## config.mk

```make
export PLATFORM = sky130hd
export DESIGN_NAME = fma_top
export DESIGN_NICKNAME = d
export VERILOG_FILES = /design/src/source/fma_pkg.sv /design/src/source/fma_top.sv /design/src/source/fma_round_select.sv /design/src/source/fma_normalize.sv /design/src/source/fma_mantissa_add.sv /design/src/source/fma_operand_prep.sv /design/src/source/fma_pipe_reg.sv
export SDC_FILE = /design/constraint.sdc
export NUM_CORES = 2
export LEC_CHECK = 0
export BUFFER_PORTS_ARGS = -buffer_cell sky130_fd_sc_hd__buf_4
export CAP_MARGIN = 10
export CORE_ASPECT_RATIO = 0.7
export CORE_MARGIN = 5
export CORE_UTILIZATION = 45
export CTS_BUF_LIST = sky130_fd_sc_hd__clkbuf_4
export DETAILED_ROUTE_END_ITERATION = 10
export GPL_ROUTABILITY_DRIVEN = 1
export PLACE_DENSITY = 0.72
export RECOVER_POWER = 25
export SYNTH_ARGS = -nofsm -noshare
export SYNTH_HDL_FRONTEND = slang
export SYNTH_HIERARCHICAL = 1
export SYNTH_SLANG_ARGS = --single-unit
```

## constraint.sdc

```tcl
create_clock -name clk_i -period 20 [get_ports clk_i]
set_input_delay 4 -clock clk_i [delete_from_list [all_inputs] [get_ports clk_i]]
set_output_delay 4 -clock clk_i [all_outputs]
set_load 0.02 [all_outputs]
```

## src/source/fma_pkg.sv

```systemverilog
// Binary32 only with RISC-V NaN rules, four flags and no divide-by-zero flag
`default_nettype none

package fma_pkg;

  // -------------------------------------------------------------------------
  // Format and datapath widths
  // -------------------------------------------------------------------------
  localparam int EXP_BITS        = 8;
  localparam int MAN_BITS        = 23;
  localparam int BIAS            = 127;
  // Mantissa with the implicit bit
  localparam int PRECISION_BITS  = MAN_BITS + 1;
  // Addend, product and round/sticky positions side by side
  localparam int SUM_WIDTH       = 3 * PRECISION_BITS + 4;
  // Lower window searched for leading zeros
  localparam int LOWER_SUM_WIDTH = 2 * PRECISION_BITS + 3;
  localparam int LZC_WIDTH       = $clog2(LOWER_SUM_WIDTH);
  // Holds every meaningful biased exponent plus a sign
  localparam int EXP_WIDTH       = (EXP_BITS + 2 > LZC_WIDTH) ? EXP_BITS + 2 : LZC_WIDTH;
  // Largest shift is 3p+4
  localparam int SHIFT_WIDTH     = $clog2(3 * PRECISION_BITS + 3);
  localparam int TAG_BITS        = 4;

  // -------------------------------------------------------------------------
  // Plain vector types
  // -------------------------------------------------------------------------
  typedef logic [1+EXP_BITS+MAN_BITS-1:0] fp_word_t;
  typedef logic signed [EXP_WIDTH-1:0]    exp_t;
  typedef logic [SHIFT_WIDTH-1:0]         shamt_t;
  typedef logic [SUM_WIDTH-1:0]           sum_t;
  typedef logic [TAG_BITS-1:0]            tag_t;

  // Default quiet NaN for RISC-V
  localparam fp_word_t CANONICAL_NAN = 32'h7FC0_0000;

  typedef enum logic [1:0] {FMADD, FNMSUB, ADD, MUL} fma_op_e;
  typedef enum logic [2:0] {RNE, RTZ, RDN, RUP, RMM} roundmode_e;

  // -------------------------------------------------------------------------
  // Structs
  // -------------------------------------------------------------------------
  typedef struct packed {
    logic                sign;
    logic [EXP_BITS-1:0] exponent;
    logic [MAN_BITS-1:0] mantissa;
  } fp32_t;

  typedef struct packed {
    logic is_normal;
    logic is_subnormal;
    logic is_zero;
    logic is_inf;
    logic is_nan;
    logic is_signalling;
  } fp_info_t;

  typedef struct packed {
    logic NV;
    logic OF;
    logic UF;
    logic NX;
  } status_t;

  typedef struct packed {
    fp_word_t   a;
    fp_word_t   b;
    fp_word_t   c;
    fma_op_e    op;
    logic       op_mod;
    roundmode_e rnd_mode;
    tag_t       tag;
  } fma_req_t;

  // Everything normalization and rounding need after the adder
  typedef struct packed {
    sum_t       sum;
    logic       eff_sub;
    exp_t       exp_prod;
    exp_t       exp_diff;
    exp_t       tent_exp;
    shamt_t     addend_shamt;
    logic       sticky;
    logic       final_sign;
    roundmode_e rnd_mode;
    logic       special;
    fp_word_t   special_result;
    status_t    special_status;
    tag_t       tag;
  } fma_mid_t;

  typedef struct packed {
    fp_word_t result;
    status_t  status;
    tag_t     tag;
  } fma_rsp_t;

endpackage

`default_nettype wire
```

## src/source/fma_top.sv

```systemverilog
// Two-cycle latency FMA with three stages and combinational back-pressure
`default_nettype none

module fma_top import fma_pkg::*; (
  input  logic     clk_i,
  input  logic     arst_n_i,
  input  logic     in_valid_i,
  input  fma_req_t in_req_i,
  output logic     in_ready_o,
  output logic     out_valid_o,
  output fma_rsp_t out_rsp_o,
  input  logic     out_ready_i
);

  fma_req_t req_q;
  logic     req_valid;
  logic     mid_ready;
  fp32_t    op_a, op_b, op_c;
  fp_info_t info_a, info_b, info_c;
  logic     special;
  fp_word_t special_result;
  status_t  special_status;
  fma_mid_t mid_d, mid_q;
  logic     mid_valid;
  logic     out_ready;
  logic [PRECISION_BITS:0] norm_mantissa;
  exp_t     norm_exponent;
  logic     norm_sticky;
  fma_rsp_t rsp_d;

  // -------------------------------------------------------------------------
  // Input side
  // -------------------------------------------------------------------------
  fma_pipe_reg #(.payload_t(fma_req_t)) u_req_reg (
    .clk_i, .arst_n_i,
    .valid_i(in_valid_i), .data_i(in_req_i), .ready_o(in_ready_o),
    .valid_o(req_valid), .data_o(req_q), .ready_i(mid_ready)
  );

  fma_operand_prep u_prep (
    .req_i(req_q),
    .op_a_o(op_a), .op_b_o(op_b), .op_c_o(op_c),
    .info_a_o(info_a), .info_b_o(info_b), .info_c_o(info_c),
    .special_o(special), .special_result_o(special_result),
    .special_status_o(special_status)
  );

  // -------------------------------------------------------------------------
  // Processing
  // -------------------------------------------------------------------------
  fma_mantissa_add u_madd (
    .op_a_i(op_a), .op_b_i(op_b), .op_c_i(op_c),
    .info_a_i(info_a), .info_b_i(info_b), .info_c_i(info_c),
    .special_i(special), .special_result_i(special_result),
    .special_status_i(special_status),
    .rnd_mode_i(req_q.rnd_mode), .tag_i(req_q.tag), .mid_o(mid_d)
  );

  fma_pipe_reg #(.payload_t(fma_mid_t)) u_mid_reg (
    .clk_i, .arst_n_i,
    .valid_i(req_valid), .data_i(mid_d), .ready_o(mid_ready),
    .valid_o(mid_valid), .data_o(mid_q), .ready_i(out_ready)
  );

  fma_normalize u_norm (
    .mid_i(mid_q), .mantissa_o(norm_mantissa),
    .exponent_o(norm_exponent), .sticky_o(norm_sticky)
  );

  // -------------------------------------------------------------------------
  // Output side
  // -------------------------------------------------------------------------
  fma_round_select u_round (
    .mid_i(mid_q), .mantissa_i(norm_mantissa), .exponent_i(norm_exponent),
    .sticky_i(norm_sticky), .rsp_o(rsp_d)
  );

  fma_pipe_reg #(.payload_t(fma_rsp_t)) u_out_reg (
    .clk_i, .arst_n_i,
    .valid_i(mid_valid), .data_i(rsp_d), .ready_o(out_ready),
    .valid_o(out_valid_o), .data_o(out_rsp_o), .ready_i(out_ready_i)
  );

endmodule

`default_nettype wire

```

## src/source/fma_round_select.sv

```systemverilog
// Combinational rounding with UF checked after rounding as RISC-V requires
`default_nettype none

module fma_round_select import fma_pkg::*; (
  input  fma_mid_t                mid_i,
  input  logic [PRECISION_BITS:0] mantissa_i,
  input  exp_t                    exponent_i,
  input  logic                    sticky_i,
  output fma_rsp_t                rsp_o
);

  logic                         of_before;
  logic                         of_after;
  logic                         uf_after;
  logic [EXP_BITS-1:0]          pre_exponent;
  logic [MAN_BITS-1:0]          pre_mantissa;
  logic [EXP_BITS+MAN_BITS-1:0] pre_abs;
  logic [EXP_BITS+MAN_BITS-1:0] rounded_abs;
  logic [1:0]                   round_sticky;
  logic                         round_up;
  logic                         exact_zero;
  logic                         rounded_sign;
  status_t                      regular_status;

  // Overflow before rounding saturates to max finite
  assign of_before    = exponent_i >= exp_t'(2**EXP_BITS - 1);
  assign pre_exponent = of_before ? EXP_BITS'(2**EXP_BITS - 2) : exponent_i[EXP_BITS-1:0];
  assign pre_mantissa = of_before ? '1 : mantissa_i[MAN_BITS:1];
  assign pre_abs      = {pre_exponent, pre_mantissa};
  // Both bits set so the mode decides inf or max finite
  assign round_sticky = of_before ? 2'b11 : {mantissa_i[0], sticky_i};

  // -------------------------------------------------------------------------
  // Rounding
  // -------------------------------------------------------------------------
  always_comb begin : round_decision
    case (mid_i.rnd_mode)
      // Ties go to the even value
      RNE:     round_up = round_sticky[1] & (round_sticky[0] | pre_abs[0]);
      RTZ:     round_up = 1'b0;
      RDN:     round_up = (|round_sticky) & mid_i.final_sign;
      RUP:     round_up = (|round_sticky) & ~mid_i.final_sign;
      // Ties away from zero
      RMM:     round_up = round_sticky[1];
      default: round_up = 1'b0;
    endcase
  end

  // Mantissa carry rolls into the exponent
  assign rounded_abs  = pre_abs + (EXP_BITS+MAN_BITS)'(round_up);
  assign exact_zero   = (pre_abs == '0) && (round_sticky == 2'b00);
  // Exact cancellation is -0 only when rounding down
  assign rounded_sign = (exact_zero && mid_i.eff_sub) ? (mid_i.rnd_mode == RDN)
                                                      : mid_i.final_sign;

  assign uf_after = ~|rounded_abs[EXP_BITS+MAN_BITS-1:MAN_BITS];
  assign of_after = &rounded_abs[EXP_BITS+MAN_BITS-1:MAN_BITS];

  // -------------------------------------------------------------------------
  // Flags and result selection
  // -------------------------------------------------------------------------
  assign regular_status.NV = 1'b0;
  assign regular_status.OF = of_before | of_after;
  assign regular_status.NX = (|round_sticky) | of_before | of_after;
  // Tiny and inexact
  assign regular_status.UF = uf_after & regular_status.NX;

  assign rsp_o.result = mid_i.special ? mid_i.special_result : {rounded_sign, rounded_abs};
  assign rsp_o.status = mid_i.special ? mid_i.special_status : regular_status;
  assign rsp_o.tag    = mid_i.tag;

endmodule

`default_nettype wire

```

## src/source/fma_normalize.sv

```systemverilog
// Combinational normalization; exponent 0 on output marks a subnormal result
`default_nettype none

module fma_normalize import fma_pkg::*; (
  input  fma_mid_t                mid_i,
  output logic [PRECISION_BITS:0] mantissa_o,
  output exp_t                    exponent_o,
  output logic                    sticky_o
);

  logic [LOWER_SUM_WIDTH-1:0] sum_lower;
  logic [LZC_WIDTH-1:0]       lz_count;
  logic                       lz_empty;
  exp_t                       lz_count_sgn;
  shamt_t                     norm_shamt;
  exp_t                       norm_exponent;
  logic [SUM_WIDTH:0]         sum_shifted;
  logic [LOWER_SUM_WIDTH-1:0] sum_sticky_bits;

  assign sum_lower = mid_i.sum[LOWER_SUM_WIDTH-1:0];

  // First one from the top wins
  always_comb begin : lzc
    lz_count = '0;
    lz_empty = 1'b1;
    for (int i = 0; i < LOWER_SUM_WIDTH; i++) begin
      if (lz_empty && sum_lower[LOWER_SUM_WIDTH-1-i]) begin
        lz_count = LZC_WIDTH'(i);
        lz_empty = 1'b0;
      end
    end
  end

  assign lz_count_sgn = exp_t'(lz_count);

  // -------------------------------------------------------------------------
  // Large shift
  // -------------------------------------------------------------------------
  always_comb begin : norm_shift
    // Product anchored or heavy cancellation
    if ((mid_i.exp_diff <= 0) || (mid_i.eff_sub && (mid_i.exp_diff <= 2))) begin
      if ((mid_i.exp_prod - lz_count_sgn + 1 >= 0) && !lz_empty) begin
        norm_shamt    = shamt_t'(PRECISION_BITS + 2 + lz_count_sgn);
        norm_exponent = exp_t'(mid_i.exp_prod - lz_count_sgn + 1);
      end else begin
        // Stop at the minimum exponent
        norm_shamt    = shamt_t'(PRECISION_BITS + 2 + mid_i.exp_prod);
        norm_exponent = '0;
      end
    end else begin
      // Addend anchored so undo the alignment
      norm_shamt    = mid_i.addend_shamt;
      norm_exponent = mid_i.tent_exp;
    end
  end

  assign sum_shifted = {1'b0, mid_i.sum} << norm_shamt;

  // -------------------------------------------------------------------------
  // One-bit correction
  // -------------------------------------------------------------------------
  always_comb begin : small_norm
    {mantissa_o, sum_sticky_bits} = sum_shifted[SUM_WIDTH-1:0];
    exponent_o                    = norm_exponent;
    // Carry out so move right
    if (sum_shifted[SUM_WIDTH]) begin
      {mantissa_o, sum_sticky_bits} = sum_shifted[SUM_WIDTH:1];
      exponent_o                    = exp_t'(norm_exponent + 1);
    end else if (!sum_shifted[SUM_WIDTH-1] && (norm_exponent > 1)) begin
      {mantissa_o, sum_sticky_bits} = {sum_shifted[SUM_WIDTH-2:0], 1'b0};
      exponent_o                    = exp_t'(norm_exponent - 1);
    end else if (!sum_shifted[SUM_WIDTH-1]) begin
      // Still no leading one
      exponent_o = '0;
    end
  end

  assign sticky_o = (|sum_sticky_bits) | mid_i.sticky;

endmodule

`default_nettype wire

```

## src/source/fma_mantissa_add.sv

```systemverilog
// Combinational product, addend alignment and wide add; exponents stay biased
`default_nettype none

module fma_mantissa_add import fma_pkg::*; (
  input  fp32_t      op_a_i,
  input  fp32_t      op_b_i,
  input  fp32_t      op_c_i,
  input  fp_info_t   info_a_i,
  input  fp_info_t   info_b_i,
  input  fp_info_t   info_c_i,
  input  logic       special_i,
  input  fp_word_t   special_result_i,
  input  status_t    special_status_i,
  input  roundmode_e rnd_mode_i,
  input  tag_t       tag_i,
  output fma_mid_t   mid_o
);

  exp_t exp_a, exp_b, exp_c;
  exp_t exp_addend, exp_prod, exp_diff;
  shamt_t addend_shamt;
  logic eff_sub;
  logic tent_sign;

  logic [PRECISION_BITS-1:0]           man_a, man_b, man_c;
  logic [2*PRECISION_BITS-1:0]         product;
  sum_t                                product_shifted;
  logic [SUM_WIDTH+PRECISION_BITS-1:0] addend_wide;
  sum_t                                addend_aligned;
  sum_t                                addend_shifted;
  logic                                sticky;
  logic                                carry_in;
  logic [SUM_WIDTH:0]                  sum_raw;
  logic                                sum_carry;

  // -------------------------------------------------------------------------
  // Exponents
  // -------------------------------------------------------------------------
  assign exp_a = exp_t'({1'b0, op_a_i.exponent});
  assign exp_b = exp_t'({1'b0, op_b_i.exponent});
  assign exp_c = exp_t'({1'b0, op_c_i.exponent});

  // Subnormals and zero sit at biased exponent 1
  assign exp_addend = exp_c + exp_t'(!info_c_i.is_normal);
  // Zero product goes to the smallest exponent
  assign exp_prod   = (info_a_i.is_zero || info_b_i.is_zero) ? exp_t'(2 - BIAS)
                    : exp_a + exp_t'(info_a_i.is_subnormal)
                      + exp_b + exp_t'(info_b_i.is_subnormal) - exp_t'(BIAS);
  assign exp_diff   = exp_addend - exp_prod;

  always_comb begin : addend_shift_amount
    // Addend only reaches the sticky bit
    if (exp_diff <= -2 * PRECISION_BITS - 1) begin
      addend_shamt = shamt_t'(3 * PRECISION_BITS + 4);
    end else if (exp_diff <= PRECISION_BITS + 2) begin
      addend_shamt = shamt_t'(PRECISION_BITS + 3 - exp_diff);
    end else begin
      // Addend anchored, product only sticky
      addend_shamt = '0;
    end
  end

  // -------------------------------------------------------------------------
  // Product and aligned addend
  // -------------------------------------------------------------------------
  assign man_a   = {info_a_i.is_normal, op_a_i.mantissa};
  assign man_b   = {info_b_i.is_normal, op_b_i.mantissa};
  assign man_c   = {info_c_i.is_normal, op_c_i.mantissa};
  assign product = man_a * man_b;

  // Layout is p+2 zeros, 2p product bits, round and sticky
  assign product_shifted = {{(PRECISION_BITS+2){1'b0}}, product, 2'b00};

  // Low p bits fall off and fold into sticky
  assign addend_wide    = {man_c, {SUM_WIDTH{1'b0}}} >> addend_shamt;
  assign addend_aligned = addend_wide[SUM_WIDTH+PRECISION_BITS-1:PRECISION_BITS];
  assign sticky         = |addend_wide[PRECISION_BITS-1:0];

  // Signs differ so subtract by two's complement
  assign eff_sub        = op_a_i.sign ^ op_b_i.sign ^ op_c_i.sign;
  assign tent_sign      = op_a_i.sign ^ op_b_i.sign;
  assign addend_shifted = eff_sub ? ~addend_aligned : addend_aligned;
  assign carry_in       = eff_sub & ~sticky;

  // -------------------------------------------------------------------------
  // Adder and sign fix
  // -------------------------------------------------------------------------
  assign sum_raw   = {1'b0, product_shifted} + {1'b0, addend_shifted}
                   + (SUM_WIDTH+1)'(carry_in);
  // No carry in a subtraction means the addend was larger
  assign sum_carry = sum_raw[SUM_WIDTH];

  always_comb begin : pack_mid
    mid_o.sum            = (eff_sub && !sum_carry) ? -sum_raw[SUM_WIDTH-1:0]
                                                   : sum_raw[SUM_WIDTH-1:0];
    mid_o.eff_sub        = eff_sub;
    mid_o.exp_prod       = exp_prod;
    mid_o.exp_diff       = exp_diff;
    mid_o.tent_exp       = (exp_diff > 0) ? exp_addend : exp_prod;
    mid_o.addend_shamt   = addend_shamt;
    mid_o.sticky         = sticky;
    mid_o.final_sign     = eff_sub ? (sum_carry == tent_sign) : tent_sign;
    mid_o.rnd_mode       = rnd_mode_i;
    mid_o.special        = special_i;
    mid_o.special_result = special_result_i;
    mid_o.special_status = special_status_i;
    mid_o.tag            = tag_i;
  end

endmodule

`default_nettype wire

```

## src/source/fma_operand_prep.sv

```systemverilog
// Combinational operand setup for binary32 with RISC-V special-case priority
`default_nettype none

module fma_operand_prep import fma_pkg::*; (
  input  fma_req_t req_i,
  output fp32_t    op_a_o,
  output fp32_t    op_b_o,
  output fp32_t    op_c_o,
  output fp_info_t info_a_o,
  output fp_info_t info_b_o,
  output fp_info_t info_c_o,
  output logic     special_o,
  output fp_word_t special_result_o,
  output status_t  special_status_o
);

  // Class bits straight from the exponent and mantissa fields
  function automatic fp_info_t classify(input fp32_t op);
    fp_info_t info;
    logic     exp_ones;
    logic     exp_zero;
    logic     man_zero;
    exp_ones           = &op.exponent;
    exp_zero           = ~|op.exponent;
    man_zero           = ~|op.mantissa;
    info.is_normal     = !exp_ones && !exp_zero;
    info.is_subnormal  = exp_zero && !man_zero;
    info.is_zero       = exp_zero && man_zero;
    info.is_inf        = exp_ones && man_zero;
    info.is_nan        = exp_ones && !man_zero;
    // Quiet bit is the mantissa MSB
    info.is_signalling = info.is_nan && !op.mantissa[MAN_BITS-1];
    return info;
  endfunction

  logic any_inf;
  logic any_nan;
  logic any_snan;
  logic eff_sub;
  logic prod_inf;

  // -------------------------------------------------------------------------
  // Operation adjustments
  // -------------------------------------------------------------------------
  always_comb begin : op_select
    op_a_o   = fp32_t'(req_i.a);
    op_b_o   = fp32_t'(req_i.b);
    op_c_o   = fp32_t'(req_i.c);
    info_a_o = classify(op_a_o);
    info_b_o = classify(op_b_o);
    info_c_o = classify(op_c_o);
    // op_mod flips the addend for every operation
    op_c_o.sign = op_c_o.sign ^ req_i.op_mod;
    unique case (req_i.op)
      FMADD: begin
        op_a_o.sign = op_a_o.sign;
      end
      // Negated product
      FNMSUB: begin
        op_a_o.sign = ~op_a_o.sign;
      end
      // Multiplicand becomes +1.0
      ADD: begin
        op_a_o   = '{sign: 1'b0, exponent: EXP_BITS'(BIAS), mantissa: '0};
        info_a_o = '{is_normal: 1'b1, default: 1'b0};
      end
      // Addend becomes -0.0 so that an exact zero keeps the product sign
      MUL: begin
        op_c_o   = '{sign: 1'b1, exponent: '0, mantissa: '0};
        info_c_o = '{is_zero: 1'b1, default: 1'b0};
      end
    endcase
  end

  assign any_inf  = info_a_o.is_inf | info_b_o.is_inf | info_c_o.is_inf;
  assign any_nan  = info_a_o.is_nan | info_b_o.is_nan | info_c_o.is_nan;
  assign any_snan = info_a_o.is_signalling | info_b_o.is_signalling | info_c_o.is_signalling;
  assign eff_sub  = op_a_o.sign ^ op_b_o.sign ^ op_c_o.sign;
  assign prod_inf = info_a_o.is_inf | info_b_o.is_inf;

  // -------------------------------------------------------------------------
  // Special cases in priority order
  // -------------------------------------------------------------------------
  always_comb begin : special_cases
    special_o        = 1'b0;
    special_result_o = CANONICAL_NAN;
    special_status_o = '0;
    // inf times zero is invalid even with a quiet NaN addend
    if ((info_a_o.is_inf && info_b_o.is_zero) || (info_a_o.is_zero && info_b_o.is_inf)) begin
      special_o           = 1'b1;
      special_status_o.NV = 1'b1;
    end else if (any_nan) begin
      special_o           = 1'b1;
      special_status_o.NV = any_snan;
    end else if (any_inf) begin
      special_o = 1'b1;
      // Opposite infinities cancel
      if (prod_inf && info_c_o.is_inf && eff_sub) begin
        special_status_o.NV = 1'b1;
      end else if (prod_inf) begin
        special_result_o = {op_a_o.sign ^ op_b_o.sign, {EXP_BITS{1'b1}}, {MAN_BITS{1'b0}}};
      end else begin
        special_result_o = {op_c_o.sign, {EXP_BITS{1'b1}}, {MAN_BITS{1'b0}}};
      end
    end
  end

endmodule

`default_nettype wire

```

## src/source/fma_pipe_reg.sv

```systemverilog
// One valid/ready stage with a zero payload after reset and no flush
`default_nettype none

module fma_pipe_reg #(
  parameter type payload_t = logic
) (
  input  logic     clk_i,
  input  logic     arst_n_i,
  input  logic     valid_i,
  input  payload_t data_i,
  output logic     ready_o,
  output logic     valid_o,
  output payload_t data_o,
  input  logic     ready_i
);

  logic     valid_q;
  payload_t data_q;
  logic     load;

  // Accept when downstream takes our item or we hold a bubble
  assign ready_o = ready_i | ~valid_q;
  assign load    = valid_i & ready_o;

  always_ff @(posedge clk_i or negedge arst_n_i) begin
    if (!arst_n_i) begin
      valid_q <= 1'b0;
    end else if (ready_o) begin
      valid_q <= valid_i;
    end
  end

  // Payload only moves with a real item
  always_ff @(posedge clk_i or negedge arst_n_i) begin
    if (!arst_n_i) begin
      data_q <= '0;
    end else if (load) begin
      data_q <= data_i;
    end
  end

  assign valid_o = valid_q;
  assign data_o  = data_q;

endmodule

`default_nettype wire

```

Word-level counts from Yosys, hierarchy flattened. Cells that the tools add are included.

Word-level logic and storage cells: 354. Bits of input ports: 110. Bits in registers: 306.

Reduce and logical (&&, ||, !) cells: 115. Equality and inequality tests: 7. Mux-type cells: 143. $lt $le $gt $ge: 8. Bitwise gates (word level): 32. Multipliers: 1. Shift operators: 2. $add $sub $neg: 17.

Operator list (number): 32-bit 2-to-1 mux (7); 76-bit 2-to-1 mux (2); 6-bit 2-to-1 mux (21); 51-bit 2-to-1 mux (2); 100-bit by 7-bit right shift with 100-bit output (1); 5-bit 2-to-1 mux (16); 1-bit logical AND (78); 50-bit by 76-bit adder with 77-bit output (1); 77-bit by 1-bit adder with 77-bit output (1); 76-bit by 7-bit left shift with 77-bit output (1); 76-bit negation (1); 76-bit NOT (1); 10-bit 2-to-1 mux (7); 23-bit OR reduction (3); 1-bit 2-to-1 mux (61); 51-bit OR reduction (1); 24-bit by 24-bit multiplier with 48-bit output (1); 24-bit 2-to-1 mux (2); 4-bit 2-to-1 mux (9); 32-bit by 2-bit adder with 32-bit output (second input constant) (1); 32-bit by 1-bit greater-or-equal comparator with 1-bit output (second input constant) (1); 8-bit AND reduction (4); 8-bit OR reduction (4); 31-bit by 1-bit adder with 31-bit output (1); other kinds (42) (98).

Depth between registers and ports, before layout.
Word-level depth: 123. Gate-level depth with buffers: 68. Gate-level depth less buffers: 64.

Hierarchy. Netlist, hierarchy kept.

Modules (own cells, without submodules): fma_mantissa_add (instances 1, area an instance 30116.4 um2, cells each 3873); fma_normalize (instances 1, area an instance 8684.6 um2, cells each 1326); fma_pipe_reg at u_mid_reg (instances 1, area an instance 6386.1 um2, cells each 341); fma_pipe_reg at u_req_reg (instances 1, area an instance 4134.0 um2, cells each 227); fma_round_select (instances 1, area an instance 1801.7 um2, cells each 295); fma_pipe_reg at u_out_reg (instances 1, area an instance 1702.9 um2, cells each 88); fma_operand_prep (instances 1, area an instance 1541.5 um2, cells each 229).

Least setup slack after synthesis. No wires, ideal clock.

Kind: reg-to-reg. Start: register u_req_reg.data_q (netlist bit u_req_reg/data_o[8]). End: register u_mid_reg.data_q (netlist bit u_mid_reg/data_o[147]). Required time: 19.875 ns. Path buffers: 7. Arrival: 13.163 ns. Path slack: 6.712 ns. Cell stages (with the launch flop): 67. Path through: dfrtp_1 inv_1 ha_1 clkbuf_1 clkbuf_1 or2_1 inv_1 ha_1 fa_1 fa_1 nor2b_1 o21ai_0 nand2b_1 a21o_1 a21o_1 a21o_1 a21oi_1 xor2_1 (+31 left out) o21ai_1 a211o_1 a21oi_1 o311ai_0 a211oi_1 o21ai_1 a211o_1 buf_1 a21o_1 a221o_1 a31o_2 a21o_1 or4_1 or4b_1 nor3_2 a31oi_1 xnor2_1 mux2_4.

RTL lines: start: declaration (line fma_pipe_reg.sv:18) `payload_t data_q;`; start signal: assignment (line fma_pipe_reg.sv:38) `data_q <= data_i;`; end signal: assignment (line fma_pipe_reg.sv:38); end: declaration (line fma_pipe_reg.sv:18).

==> impl_metrics.tcl <==
set metrics [dict create \
    fin_crit_ns 16.30 \
    final_layout_size_suffix_gt1_share_pct 14.1 \
    grt_pass1_vias 47600 \
    clockBufferDepth 3 \
    worstMarginPinSlew_ns 4.62 \
    cts_hold_buf 0 \
    cts_sinks 309 \
    post-dp-hpwl_microns 151000 \
    drv_slew 235 \
    arrival_ns 17.14 \
    fill_cells 11700 \
    overflow 0 \
    die_h_microns 301 \
    cts_setup_buffers 0 \
    grt_pass1_wl_microns 293000 \
    path_max_fanout 45 \
    cap_violations 4 \
    wl_per_cell_microns 24.0 \
    fmax_mhz 61.4 \
    status "finished with violations" \
    setup_tns_ns 0 \
    cp_top_family "compound AO/OA/AOI/OAI gates" \
    drc 0 \
    portBuffers 151 \
    grt_max_degree 79 \
    crit_required_ns 20.84 \
    cts.repair.resized 0 \
    setup_violations 0 \
    rsz0062_at_grt "false" \
    area_growth_syn_to_layout_pct 4.83 \
    dieArea_sq_mm 0.128 \
    layout.nets 7159 \
    wl_microns 191000 \
    drtIter0Drc 6567 \
    finClkSkew_ns 0.0701 \
    avgSynthCellArea_sq_um 8.53 \
    end_kind "flop" \
    postRouteAntennaNets 0 \
    cp_num_cells 58 \
    clockRootBuffer "clkbuf_4" \
    place_congestion 1.03 \
    hold_path_class "reg2reg" \
    syn_inst 6372 \
    cts_buffers 83 \
    viasPerCell 6.22 \
    clock_latency_ns 0.99 \
    synth.cell_area_sq_mm 0.0543 \
    violations "max-capacitance violations, max-slew violations" \
    die_w_microns 425 \
    ys_warn_count 6 \
    start_util_pct 45.4 \
    rr_worst_depth 58 \
    slew_headroom_pct -208 \
    core_area_sq_mm 0.120 \
    slowest_delay_ns 0.84 \
    hold_violations 0 \
    grtUsageTotal_pct 29.3 \
    crit_path_start_kind "flop" \
    cts_tree "yes" \
    htree_levels 3 \
    cts.clk_slew.worst_paths_ns 0.07 \
    crit_slowest_cell "o32ai_1" \
    reg2reg_slack_ns 3.70 \
    crit_type "reg2reg" \
    num_io_pins 152 \
    whs_path_depth 1 \
    path_buf_inv 6 \
    period_share_pct 81.5 \
    rows 106 \
    first_pass_iters 6 \
    antenna_found_initial 7 \
    vias 49500 \
]
-- flip-flops by register name, indices dropped and copies added (netlist names) --
register           flops
u_req_reg/valid_o      1
u_mid_reg/data_o     160
u_req_reg/data_o     106
u_mid_reg/valid_o      1
u_out_reg/data_o      40
u_out_reg/valid_o      1
-- per-layer routing --
| metal | vias up | routed length, microns | global-route usage, % |
|---|---|---|---|
| li1 | 21800 | - | - |
| met1 | 24500 | 87500 | 45.0 |
| met2 | 2973 | 74900 | 39.8 |
| met3 | 262 | 25000 | 9.03 |
| met4 | 4 | 3740 | 6.18 |
| met5 | - | 23 | 0 |
-- cells in the final DEF (no fill, tap or decap), drive strengths merged, types with 119 or more instances in the layout --
| cell type | count |
|---|---|
| nor3 | 119 |
| a21oi | 297 |
| dfrtp | 309 |
| mux2i | 121 |
| nand2 | 759 |
| and2 | 237 |
| nand3 | 146 |
| xnor2 | 212 |
| inv | 640 |
| buf | 258 |
| fa | 486 |
| nor2 | 350 |
| o21ai | 252 |
| mux2 | 359 |
| ha | 280 |
-- stage by stage --
stage          setup slack [ns]  cells  hold WS [ns]  util, %  instance area [sq um]
2_1_floorplan              6.71   6403         0.471        -                  54500
3_3_place_gp               4.50   7818         0.481     46.8                  56000
3_5_place_dp               4.40   7818         0.483     46.8                  56000
4_1_cts                    4.26   7953         0.467     47.7                  57000
5_1_grt                    2.70   7959         0.472     47.6                  57000
6_report                   3.70   7961         0.468     47.6                  57000
-- area by class of cell --
type / count / area [sq um] / area share (%)
multi-input combinational: 4992 / 41800 / 73.5
antenna: 8 / 20.0 / 0.0351
sequential: 309 / 7730 / 13.6
clock inverter: 33 / 224 / 0.393
clock buffer: 102 / 766 / 1.34
inverter: 636 / 2390 / 4.20
timing repair buffer: 261 / 1950 / 3.43
tap: 1620 / 2030 / 3.56
-- final timing paths --
path                                    endpoint                  from
setup / recovery           u_mid_reg/data_o[152]  u_req_reg/data_o[45]
hold / removal               u_out_reg/data_o[3]   u_mid_reg/data_o[3]
setup reg to reg           u_mid_reg/data_o[152]  u_req_reg/data_o[45]
hold reg to reg              u_out_reg/data_o[3]   u_mid_reg/data_o[3]
max in group asynchronous   u_mid_reg/data_o[78]              arst_n_i
min in group asynchronous   u_mid_reg/data_o[25]              arst_n_i
Power is left out: the tool's default activity adds up to more than one toggle a clock period on the data nets, which glitch-free logic cannot reach.
